==> config.mk <==
export PLATFORM = sky130hd
export DESIGN_NAME = simple_timer_top
export DESIGN_NICKNAME = d
export VERILOG_FILES = /design/src/design/simple_timer_pkg.sv /design/src/design/axi4_lite_slave_rw.sv /design/src/design/simple_timer_regs.sv /design/src/design/timer_counter.sv /design/src/design/simple_timer_top.sv
export SDC_FILE = /design/constraint.sdc
export NUM_CORES = 1
export LEC_CHECK = 0
export ABC_AREA = 1
export BUFFER_PORTS_ARGS = -buffer_cell sky130_fd_sc_hd__buf_2
export CAP_MARGIN = 10
export CORE_MARGIN = 1
export CORE_UTILIZATION = 40
export DETAILED_ROUTE_END_ITERATION = 8
export PLACE_DENSITY = 0.64
export SLEW_MARGIN = 20
export SYNTH_ARGS = -nofsm -noshare
export SYNTH_HDL_FRONTEND = slang
export SYNTH_SLANG_ARGS = --single-unit
==> constraint.sdc <==
create_clock -name clk -period 3.1 [get_ports clk]
set_clock_uncertainty 0.15 [all_clocks]
set_input_delay 0.31 -clock clk [delete_from_list [all_inputs] [get_ports clk]]
set_output_delay 0.31 -clock clk [all_outputs]
set_load 0.01 [all_outputs]
==> src/design/simple_timer_pkg.sv <==
//~~~~~~~~~~~~~~~~~~~~~~~~~~~~~~~~~~~~~~~~~~~~~~~~~~~~~~~~~~~~~~~~~~~~~~~~~~
// Shared widths, register map and structs of the interval timer.
// Imported by every design module and by the testbench.
//~~~~~~~~~~~~~~~~~~~~~~~~~~~~~~~~~~~~~~~~~~~~~~~~~~~~~~~~~~~~~~~~~~~~~~~~~~
package simple_timer_pkg;

	localparam int DATA_WIDTH = 32;
	localparam int ADDR_WIDTH = 12;
	localparam int STRB_WIDTH = DATA_WIDTH / 8;
	localparam int COUNT_WIDTH = 64;

	typedef logic [ADDR_WIDTH-1:0] axi_addr_t;
	typedef logic [DATA_WIDTH-1:0] axi_data_t;
	typedef logic [STRB_WIDTH-1:0] axi_strb_t;
	typedef logic [1:0] axi_resp_t;
	typedef logic [COUNT_WIDTH-1:0] count_t;

	localparam axi_resp_t RESP_OKAY = 2'b00;
	localparam axi_resp_t RESP_SLVERR = 2'b10;

	// Byte offsets of the register map
	localparam axi_addr_t REG_CTRL = 12'h000;
	localparam axi_addr_t REG_STATUS = 12'h004;
	localparam axi_addr_t REG_MAX_LO = 12'h008;
	localparam axi_addr_t REG_MAX_HI = 12'h00c;
	localparam axi_addr_t REG_COUNT_LO = 12'h010;
	localparam axi_addr_t REG_COUNT_HI = 12'h014;
	localparam axi_addr_t REG_LAST = 12'h014;

	// Bit positions inside REG_CTRL
	localparam int CTRL_ENABLE_BIT = 0;
	localparam int CTRL_SRST_BIT = 1;

	typedef struct packed {
		logic enable;
		logic srst;
		count_t max_count;
	} timer_ctrl_t;

	typedef struct packed {
		logic running;
		count_t current_count;
	} timer_stat_t;

endpackage

==> src/design/axi4_lite_slave_rw.sv <==
//~~~~~~~~~~~~~~~~~~~~~~~~~~~~~~~~~~~~~~~~~~~~~~~~~~~~~~~~~~~~~~~~~~~~~~~~~~
// AXI4-Lite slave that turns bus transfers into one-cycle register strobes.
// One transaction per channel in flight, responses held until accepted.
//~~~~~~~~~~~~~~~~~~~~~~~~~~~~~~~~~~~~~~~~~~~~~~~~~~~~~~~~~~~~~~~~~~~~~~~~~~
module axi4_lite_slave_rw (
	input logic clk,
	input logic rst_n,

	// Write address channel
	input simple_timer_pkg::axi_addr_t s_axi_awaddr,
	input logic [2:0] s_axi_awprot,
	input logic s_axi_awvalid,
	output logic s_axi_awready,

	// Write data channel
	input simple_timer_pkg::axi_data_t s_axi_wdata,
	input simple_timer_pkg::axi_strb_t s_axi_wstrb,
	input logic s_axi_wvalid,
	output logic s_axi_wready,

	// Write response channel
	output simple_timer_pkg::axi_resp_t s_axi_bresp,
	output logic s_axi_bvalid,
	input logic s_axi_bready,

	// Read address channel
	input simple_timer_pkg::axi_addr_t s_axi_araddr,
	input logic [2:0] s_axi_arprot,
	input logic s_axi_arvalid,
	output logic s_axi_arready,

	// Read data channel
	output simple_timer_pkg::axi_data_t s_axi_rdata,
	output simple_timer_pkg::axi_resp_t s_axi_rresp,
	output logic s_axi_rvalid,
	input logic s_axi_rready,

	// Register write strobe
	output logic write_req,
	output simple_timer_pkg::axi_addr_t write_addr,
	output simple_timer_pkg::axi_data_t write_data,
	output simple_timer_pkg::axi_strb_t write_strb,
	input logic write_ok,

	// Register read strobe
	output logic read_req,
	output simple_timer_pkg::axi_addr_t read_addr,
	input logic read_ok,
	input simple_timer_pkg::axi_data_t read_value
);
	import simple_timer_pkg::*;

	typedef enum logic {WR_IDLE, WR_RESP} wr_state_t;
	typedef enum logic {RD_IDLE, RD_RESP} rd_state_t;

	wr_state_t wr_state;
	rd_state_t rd_state;
	logic ready_en;

	// Keeps every ready low until the first edge out of reset
	always_ff @(posedge clk or negedge rst_n) begin
		if (!rst_n) begin
			ready_en <= 1'b0;
		end else begin
			ready_en <= 1'b1;
		end
	end

	// Address and data are taken together in one beat
	// Protection bits are accepted and not checked
	assign s_axi_awready = ready_en && wr_state == WR_IDLE && s_axi_awvalid && s_axi_wvalid;
	assign s_axi_wready = s_axi_awready;
	assign s_axi_bvalid = wr_state == WR_RESP;

	assign write_req = s_axi_awready;
	assign write_addr = s_axi_awaddr;
	assign write_data = s_axi_wdata;
	assign write_strb = s_axi_wstrb;

	always_ff @(posedge clk or negedge rst_n) begin
		if (!rst_n) begin
			wr_state <= WR_IDLE;
		end else begin
			case (wr_state)
				WR_IDLE: if (write_req) wr_state <= WR_RESP;
				WR_RESP: if (s_axi_bready) wr_state <= WR_IDLE;
				default: wr_state <= WR_IDLE;
			endcase
		end
	end

	always_ff @(posedge clk) begin
		if (write_req) begin
			s_axi_bresp <= write_ok ? RESP_OKAY : RESP_SLVERR;
		end
	end

	// Read side, arready drops while a response waits
	assign s_axi_arready = ready_en && rd_state == RD_IDLE;
	assign s_axi_rvalid = rd_state == RD_RESP;

	assign read_req = s_axi_arvalid && s_axi_arready;
	assign read_addr = s_axi_araddr;

	always_ff @(posedge clk or negedge rst_n) begin
		if (!rst_n) begin
			rd_state <= RD_IDLE;
		end else begin
			case (rd_state)
				RD_IDLE: if (read_req) rd_state <= RD_RESP;
				RD_RESP: if (s_axi_rready) rd_state <= RD_IDLE;
				default: rd_state <= RD_IDLE;
			endcase
		end
	end

	always_ff @(posedge clk) begin
		if (read_req) begin
			s_axi_rdata <= read_value;
			s_axi_rresp <= read_ok ? RESP_OKAY : RESP_SLVERR;
		end
	end

	a_bvalid_hold: assert property (@(posedge clk) disable iff (!rst_n)
		s_axi_bvalid && !s_axi_bready |=> s_axi_bvalid && $stable(s_axi_bresp));

	a_rvalid_hold: assert property (@(posedge clk) disable iff (!rst_n)
		s_axi_rvalid && !s_axi_rready |=>
			s_axi_rvalid && $stable(s_axi_rdata) && $stable(s_axi_rresp));

	// A strobe is never followed by another one on the next cycle
	a_strobe_gap: assert property (@(posedge clk) disable iff (!rst_n)
		(write_req |=> !write_req) and (read_req |=> !read_req));

endmodule

==> src/design/simple_timer_regs.sv <==
//~~~~~~~~~~~~~~~~~~~~~~~~~~~~~~~~~~~~~~~~~~~~~~~~~~~~~~~~~~~~~~~~~~~~~~~~~~
// Timer register block fed by the slave strobes, drives the counter controls.
//~~~~~~~~~~~~~~~~~~~~~~~~~~~~~~~~~~~~~~~~~~~~~~~~~~~~~~~~~~~~~~~~~~~~~~~~~~
module simple_timer_regs (
	input logic clk,
	input logic rst_n,

	input logic write_req,
	input simple_timer_pkg::axi_addr_t write_addr,
	input simple_timer_pkg::axi_data_t write_data,
	input simple_timer_pkg::axi_strb_t write_strb,
	output logic write_ok,

	input logic read_req,
	input simple_timer_pkg::axi_addr_t read_addr,
	output logic read_ok,
	output simple_timer_pkg::axi_data_t read_value,

	output simple_timer_pkg::timer_ctrl_t ctrl,
	input simple_timer_pkg::timer_stat_t stat
);
	import simple_timer_pkg::*;

	logic enable;
	logic srst;
	logic srst_next;
	logic ctrl_write;
	count_t max_count;
	axi_data_t write_mask;
	axi_data_t ctrl_value;
	axi_data_t ctrl_merged;

	function automatic axi_data_t merge(axi_data_t old_value, axi_data_t new_value,
			axi_data_t mask);
		return (new_value & mask) | (old_value & ~mask);
	endfunction

	// One mask bit per data bit from the byte strobes
	always_comb begin
		for (int i = 0; i < DATA_WIDTH; i++) begin
			write_mask[i] = write_strb[i / 8];
		end
	end

	always_comb begin
		ctrl_value = '0;
		ctrl_value[CTRL_ENABLE_BIT] = enable;
		ctrl_value[CTRL_SRST_BIT] = srst;
	end

	assign ctrl_write = write_req && write_addr == REG_CTRL;
	assign ctrl_merged = merge(ctrl_value, write_data, write_mask);
	assign srst_next = ctrl_write ? ctrl_merged[CTRL_SRST_BIT] : srst;

	always_ff @(posedge clk or negedge rst_n) begin
		if (!rst_n) begin
			enable <= 1'b0;
			srst <= 1'b0;
			max_count <= '0;
		end else begin
			srst <= srst_next;
			// While srst is set, or being set, everything else stays cleared
			if (srst || srst_next) begin
				enable <= 1'b0;
				max_count <= '0;
			end else if (write_req) begin
				case (write_addr)
					REG_CTRL: enable <= ctrl_merged[CTRL_ENABLE_BIT];
					REG_MAX_LO: max_count[DATA_WIDTH-1:0] <=
						merge(max_count[DATA_WIDTH-1:0], write_data, write_mask);
					REG_MAX_HI: max_count[COUNT_WIDTH-1:DATA_WIDTH] <=
						merge(max_count[COUNT_WIDTH-1:DATA_WIDTH], write_data, write_mask);
					default: ;
				endcase
			end
		end
	end

	assign ctrl.enable = enable;
	assign ctrl.srst = srst;
	assign ctrl.max_count = max_count;

	// Every offset answers OKAY, unmapped ones read as zero
	assign write_ok = 1'b1;
	assign read_ok = 1'b1;

	always_comb begin
		read_value = '0;
		if (read_req && read_addr <= REG_LAST) begin
			case (read_addr)
				REG_CTRL: read_value = ctrl_value;
				REG_STATUS: read_value = axi_data_t'(stat.running);
				REG_MAX_LO: read_value = max_count[DATA_WIDTH-1:0];
				REG_MAX_HI: read_value = max_count[COUNT_WIDTH-1:DATA_WIDTH];
				REG_COUNT_LO: read_value = stat.current_count[DATA_WIDTH-1:0];
				REG_COUNT_HI: read_value = stat.current_count[COUNT_WIDTH-1:DATA_WIDTH];
				default: read_value = '0;
			endcase
		end
	end

	a_srst_clears: assert property (@(posedge clk) disable iff (!rst_n)
		srst |=> !enable && max_count == '0);

endmodule

==> src/design/timer_counter.sv <==
//~~~~~~~~~~~~~~~~~~~~~~~~~~~~~~~~~~~~~~~~~~~~~~~~~~~~~~~~~~~~~~~~~~~~~~~~~~
// Free-running interval counter, wraps at the limit and flags each expiry.
//~~~~~~~~~~~~~~~~~~~~~~~~~~~~~~~~~~~~~~~~~~~~~~~~~~~~~~~~~~~~~~~~~~~~~~~~~~
module timer_counter (
	input logic clk,
	input logic rst_n,

	input simple_timer_pkg::timer_ctrl_t ctrl,
	output simple_timer_pkg::timer_stat_t stat,

	output logic expired
);
	import simple_timer_pkg::*;

	count_t count;
	logic running;

	assign running = ctrl.enable && !ctrl.srst;

	// Wrap at or past the limit, so a lowered limit takes effect at once
	assign expired = running && count >= ctrl.max_count;

	always_ff @(posedge clk or negedge rst_n) begin
		if (!rst_n) begin
			count <= '0;
		end else if (ctrl.srst) begin
			count <= '0;
		end else if (expired) begin
			count <= '0;
		end else if (running) begin
			count <= count + 1'b1;
		end
	end

	assign stat.running = running;
	assign stat.current_count = count;

	// The value after a running cycle never passes the limit seen on that cycle
	a_count_in_range: assert property (@(posedge clk) disable iff (!rst_n)
		running |=> count <= $past(ctrl.max_count));

endmodule

==> src/design/simple_timer_top.sv <==
//~~~~~~~~~~~~~~~~~~~~~~~~~~~~~~~~~~~~~~~~~~~~~~~~~~~~~~~~~~~~~~~~~~~~~~~~~~
// Interval timer top, AXI4-Lite register port plus the expiry pulse.
//~~~~~~~~~~~~~~~~~~~~~~~~~~~~~~~~~~~~~~~~~~~~~~~~~~~~~~~~~~~~~~~~~~~~~~~~~~
module simple_timer_top (
	input logic clk,
	input logic rst_n,

	input simple_timer_pkg::axi_addr_t s_axi_awaddr,
	input logic [2:0] s_axi_awprot,
	input logic s_axi_awvalid,
	output logic s_axi_awready,

	input simple_timer_pkg::axi_data_t s_axi_wdata,
	input simple_timer_pkg::axi_strb_t s_axi_wstrb,
	input logic s_axi_wvalid,
	output logic s_axi_wready,

	output simple_timer_pkg::axi_resp_t s_axi_bresp,
	output logic s_axi_bvalid,
	input logic s_axi_bready,

	input simple_timer_pkg::axi_addr_t s_axi_araddr,
	input logic [2:0] s_axi_arprot,
	input logic s_axi_arvalid,
	output logic s_axi_arready,

	output simple_timer_pkg::axi_data_t s_axi_rdata,
	output simple_timer_pkg::axi_resp_t s_axi_rresp,
	output logic s_axi_rvalid,
	input logic s_axi_rready,

	output logic expired
);
	import simple_timer_pkg::*;

	// Strobe interface between the slave and the registers
	logic write_req;
	axi_addr_t write_addr;
	axi_data_t write_data;
	axi_strb_t write_strb;
	logic write_ok;
	logic read_req;
	axi_addr_t read_addr;
	logic read_ok;
	axi_data_t read_value;

	timer_ctrl_t ctrl;
	timer_stat_t stat;

	axi4_lite_slave_rw i_slave (.*);

	simple_timer_regs i_regs (.*);

	timer_counter i_counter (.*);

endmodule

# After elaboration in Yosys (flattened, before gate mapping)
# Index checks and enable logic that the tools add are counted.
[word_totals]
inputBits = 73
output_inout_bits = 42
reg_bits = 165
[op_classes]
n_reduce_logical = 21
bitwise = 10
eq_ne = 7
muxes = 18
addsub = 1
n_lt_le_gt_ge = 2
[ops]
columns = ["cell", "n"]
rows = [
  ["$mux 64", 5],
  ["$pmux 32 s6", 1],
  ["$and 32x32->32", 3],
  ["$add 64x1->64 const B", 1],
  ["$ge 64x64->1", 1],
  ["$mux 32", 2],
  ["$or 32x32->32", 2],
  ["$eq 12x4->1 const B", 4],
  ["$not 32->32", 1],
  ["$eq 12x5->1 const B", 2],
  ["$logic_not 12->1", 2],
  ["$eq 12x3->1 const B", 1],
  ["$le 12x5->1 const B", 1],
  ["$logic_and 1x1->1", 9],
  ["$mux 1", 8],
  ["$reduce_bool 2->1", 4],
  ["$reduce_and 2->1", 3],
  ["$pmux 1 s2", 2],
  ["$reduce_bool 3->1", 1],
  ["$and 2x2->2", 1],
  ["$not 1->1", 2],
  ["$or 2x2->2", 1],
  ["$logic_not 1->1", 1],
  ["$logic_or 1x1->1", 1],
]

# Depth between registers and ports, before layout
[logic_depth]
depth_word = 9
ltp_mapped = 18
mapped_depth_nobuf = 16

# Cells and area by module
# From an unflattened synthesis, not the netlist that was laid out.
[hier_totals]
hier_cells = 2092
hier_area_um2 = 13860.8
[modules_own_cells]
columns = ["mod", "area_each_um2", "cells_each", "n_inst"]
rows = [
  ["timer_counter", 6626.4, 1092, 1],
  ["simple_timer_regs", 5585.4, 881, 1],
  ["axi4_lite_slave_rw", 1649.1, 119, 1],
]

# Worst setup path before layout
# OpenSTA, ideal clock, no wires.
[synth_path]
path_kind = "reg-to-reg"
start = "reg i_slave.rd_state, in the netlist i_slave.s_axi_rvalid"
end = "reg i_slave.s_axi_rdata[10], data pin"
t_arrival_ps = 2058
setup_ps = 146
required_time_ps = 2804
period_less_slack_ps = 2354
setup_slack_ps = 746
stages_incl_launch_ff = 9
cell_sequence = "dfrtp_1 > nor2_1 > nand2_1 > inv_1 > nand2_1 > a31oi_1 > nand2_1 > buf_2 > a21oi_1"
[synth_between]
elab_chain_len = 4
[synth_rtl]
columns = ["element", "line_no", "text"]
rows = [
  ["start: declaration", "axi4_lite_slave_rw.sv:57", "rd_state_t rd_state;"],
  ["start signal: assignment", "axi4_lite_slave_rw.sv:107", "rd_state <= RD_IDLE;"],
  ["start signal: assignment", "axi4_lite_slave_rw.sv:110", "RD_IDLE: if (read_req) rd_state <= RD_RESP;"],
  ["start signal: assignment", "axi4_lite_slave_rw.sv:111", "RD_RESP: if (s_axi_rready) rd_state <= RD_IDLE;"],
  ["$not 1->1", "axi4_lite_slave_rw.sv:99", "assign s_axi_arready = ready_en && rd_state == RD_IDLE;"],
  ["$logic_and 1x1->1", "axi4_lite_slave_rw.sv:99", ""],
  ["named net s_axi_arready", "simple_timer_top.sv:25", "output logic s_axi_arready,"],
  ["$logic_and 1x1->1", "axi4_lite_slave_rw.sv:102", "assign read_req = s_axi_arvalid && s_axi_arready;"],
  ["named net i_regs.read_req", "simple_timer_regs.sv:14", "input logic read_req,"],
  ["$logic_and 1x1->1", "simple_timer_regs.sv:89", "if (read_req && read_addr <= REG_LAST) begin"],
  ["end signal: assignment", "axi4_lite_slave_rw.sv:119", "s_axi_rdata <= read_value;"],
  ["end: declaration", "axi4_lite_slave_rw.sv:33", "output simple_timer_pkg::axi_data_t s_axi_rdata,"],
]
# The timed path passes the listed nets, and every way through them passes these cells.
# A chain may end at the register's enable or synchronous reset.

# Final worst setup path
[layout_path]
start = "reg i_counter.count[43]"
end = "reg i_counter.count[46]"
[layout_between]
elab_chain_len = 4
[layout_rtl]
columns = ["element", "line_no", "text"]
rows = [
  ["start: declaration", "timer_counter.sv:15", "count_t count;"],
  ["start signal: assignment", "timer_counter.sv:31", "count <= count + 1'b1;"],
  ["$add 64x1->64 / $ge 64x64->1 (equally long branches)", "timer_counter.sv:31, timer_counter.sv:21", ""],
  ["$mux 64 / $logic_and 1x1->1 (equally long branches)", "timer_counter.sv:30, timer_counter.sv:21", ""],
  ["$mux 64", "timer_counter.sv:28", "end else if (expired) begin"],
  ["$mux 64", "timer_counter.sv:26", "end else if (ctrl.srst) begin"],
]
# Parallel ways exist; a longest one is shown, timed or not. The select of a mux whose other input is x is not followed.

==> flow_summary.ini <==
[power_and_ir_drop]
switchingPower_uw = 1140
p_clk_share_pct = 47.3
p_comb_share_pct = 4.0
sw_frac_of_total_pct = 24.8
p_per_area_nw_per_um2 = 342
power.internal_uw = 3440
total_power_uw = 4580
irDropWorstVdd_uv = 374
power_frac_seq_pct = 48.8
p_leak_uw = 0.00554

[floorplan]
initial_core_util_pct = 40.7
core_um2 = 28800
io-pin-count = 115
rows = 62
die-height_um = 173
die-area_um2 = 30000
die_x_um = 173

[sta]
slew_viol_final = 0
worst_slew_pin_slew_ns = 0.794
period_share_pct = 96.4
setup_viol = 0
fmax_mhz = 335
hold_violations = 0
relSlewSlack_pct = 47.0
fin_ws_ns = 0.112
min_period_ns = 2.99

[grt]
grt_util_all_layers_pct = 26.7
grt_antenna_before_repair = 1
grt-ovfl-total = 0
grt_max_degree = 65
grt_pass1_wl_mm = 61.9
grt_pass1_vias = 11100

[placement]
io_buffers = 104
preCtsSetupSlack_ns = 0.282
dpl.hpwl_mm = 29.9
gp_congestion = 0.946
placed_cells = 2190

[synthesis]
syn_area_um2 = 11700
yosys-top-cells-area = dfrtp_1, nand2_1, nor2_1, edfxtp_1, inv_1
ys_seq_area_share_pct = 36.6
synth.most_common_cell = nand2_1
synth_edf_count = 32
yosysWarnings = 0
synth_top_cell_by_area = dfrtp_1
synthTopCellsByCount = nand2_1, nor2_1, inv_1
synth_seq_cells = 165
syn_inst = 1728
synthDistinctLibCells = 34
async_reset_ff_share_pct = 80.6
synth_ff_type = dfrtp_1
synth_top_cell_area_share_pct = 28.4
avgSynthCellArea_um2 = 6.78

[worst_setup_path]
r2r_slack_ns = 0.11
path_delay_family = compound AO/OA/AOI/OAI gates
cp.arrival_ns = 3.22
required_ns = 3.33
crit_chain = ha_1 -> a21oi_1 -> o21ai_0 -> a21oi_1 -> nand2_1 -> a21oi_4 -> buf_4 -> nand3_1 -> nand2_1
path_class = reg2reg
cpPeakStageDelay_ns = 0.67
cp-end-kind = flop
crit_fanout = 64
path_buf_inv = 1
cpMaxStageDelayCell = buf_4
cp-start-kind = flop

[cts]
numCtsBuffers = 17
path_clk_slew_ns = 0.07
htree_levels = 4
clock_latency_ns = 0.45
clock_path_buffers = 2
root_buffer = clkbuf_16
clkSinkCount = 165
cts_tree = done

[routing]
avgRoutedWirePerCell_um = 17.6
vias = 11800
detail_route.iter0.violations = 1088
drc = 0
vias_per_cell = 5.28
wl_mm = 39.2
postRouteAntennaNets = 0
first_pass_iters = 7

[job]
drv_cap = 0

[cells_and_area]
instances_no_fill = 2230
diodes = 0
syn_to_final_growth_pct = 14.3
finalNetCount = 1971
final_core_util_pct = 46.5
drive_above_1_share_pct = 12.4

[hold_path]
hp-class = in2reg

[outcome]
run_status = finished, final reports clean
## layout make-up
type	count	area, µm²
clock buffers	18	439
multi-input cells	1273	6270
clock inverters	14	143
inverters	230	863
flip-flops and latches	165	4290
repair buffers	146	905
well taps	384	480
fillers	2913	15400
## flip-flops by register name, indices dropped and copies added, names as in the netlist
| name | count |
|---|---|
| i_counter.count | 64 |
| i_regs.enable | 1 |
| i_regs.max_count | 64 |
| i_regs.srst | 1 |
| i_slave.ready_en | 1 |
| i_slave.s_axi_bvalid | 1 |
| i_slave.s_axi_rdata | 32 |
| i_slave.s_axi_rvalid | 1 |
## per-stage QoR
| step | cell area [µm²] | setup TNS [ns] | hold slack, ns |
|---|---|---|---|
| floorplan | 11700 | 0 | -0.136 |
| CTS | 13400 | 0 | 0.0536 |
| global placement | 12700 | 0 | 0.193 |
| global route | 13400 | -0.0110 | 0.0789 |
| detailed placement | 12700 | 0 | 0.196 |
| finish | 13400 | 0 | 0.0755 |
## per-layer routing
layer | GRT usage [%] | wire length (µm)
met2 | 40.4 | 17300
met1 | 37.8 | 18000
met3 | 4.86 | 2780
met4 | 10.3 | 1070
met5 | 0 | 13
## worst reg2reg max path: cells and delay by family (launching register included)
family | cells | cell delay (ns)
AOI/OAI and AO/OA | 4 | 0.79
buffers and inverters | 1 | 0.67
adders and majority gates | 1 | 0.33
DFF | 1 | 0.48
and+or+nand+nor | 3 | 0.51
## cells in the final DEF, fill, tap and decap left out, types with 32 or more instances in the layout
cell type,netlist,layout
a21oi_1,103,101
buf_2,26,103
buf_4,8,33
dfrtp_1,133,129
edfxtp_1,32,32
ha_1,65,65
inv_1,229,229
nand2_1,518,515
nand3_1,88,88
nor2_1,271,267
o21ai_0,46,46
o22ai_1,82,82
## kinds of logic after synthesis
group | count (synthesis) | share of synthesized area, %
simple gates | 944 | 33.2
buf+inv | 293 | 10.5
compound gates | 243 | 11.5
flops | 165 | 36.6
fa+ha+maj | 65 | 6.94
xor+xnor | 16 | 1.20
other cells | 2 | 0.0641
## what timing repair did
item / 4_1_cts / 5_1_grt
gates resized for setup: 2 / 9
buffers inserted: 1 / 2
pin swaps: 2 / 3
setup endpoints to repair: 1 / 1
hold buffers: 5 / 0
endpoints found under the hold margin: 59 / 0
## power by group through the flow
stage / clock, µW / sequential, µW / combinational [µW]
final: 2160 / 2230 / 183
after global routing: 2280 / 2230 / 205
after detailed placement: 0 / 2280 / 180
after global placement: 0 / 2280 / 177
after floorplan: 0 / 2290 / 54.5
after CTS: 2200 / 2230 / 186
## worst paths after layout
kind | start | endpoint | cells past startpoint
worst min-delay path | s_axi_wdata[24] | i_regs.max_count[24] | 5
min in group asynchronous | rst_n | i_regs.max_count[2] | 2
worst max register to register | i_counter.count[43] | i_counter.count[46] | 9
worst min register to register | i_counter.count[63] | i_counter.count[63] | 2
worst max-delay path | i_counter.count[43] | i_counter.count[46] | 9
max in group asynchronous | rst_n | i_counter.count[15] | 3
No activity file was read; power rests on OpenSTA's default activity.
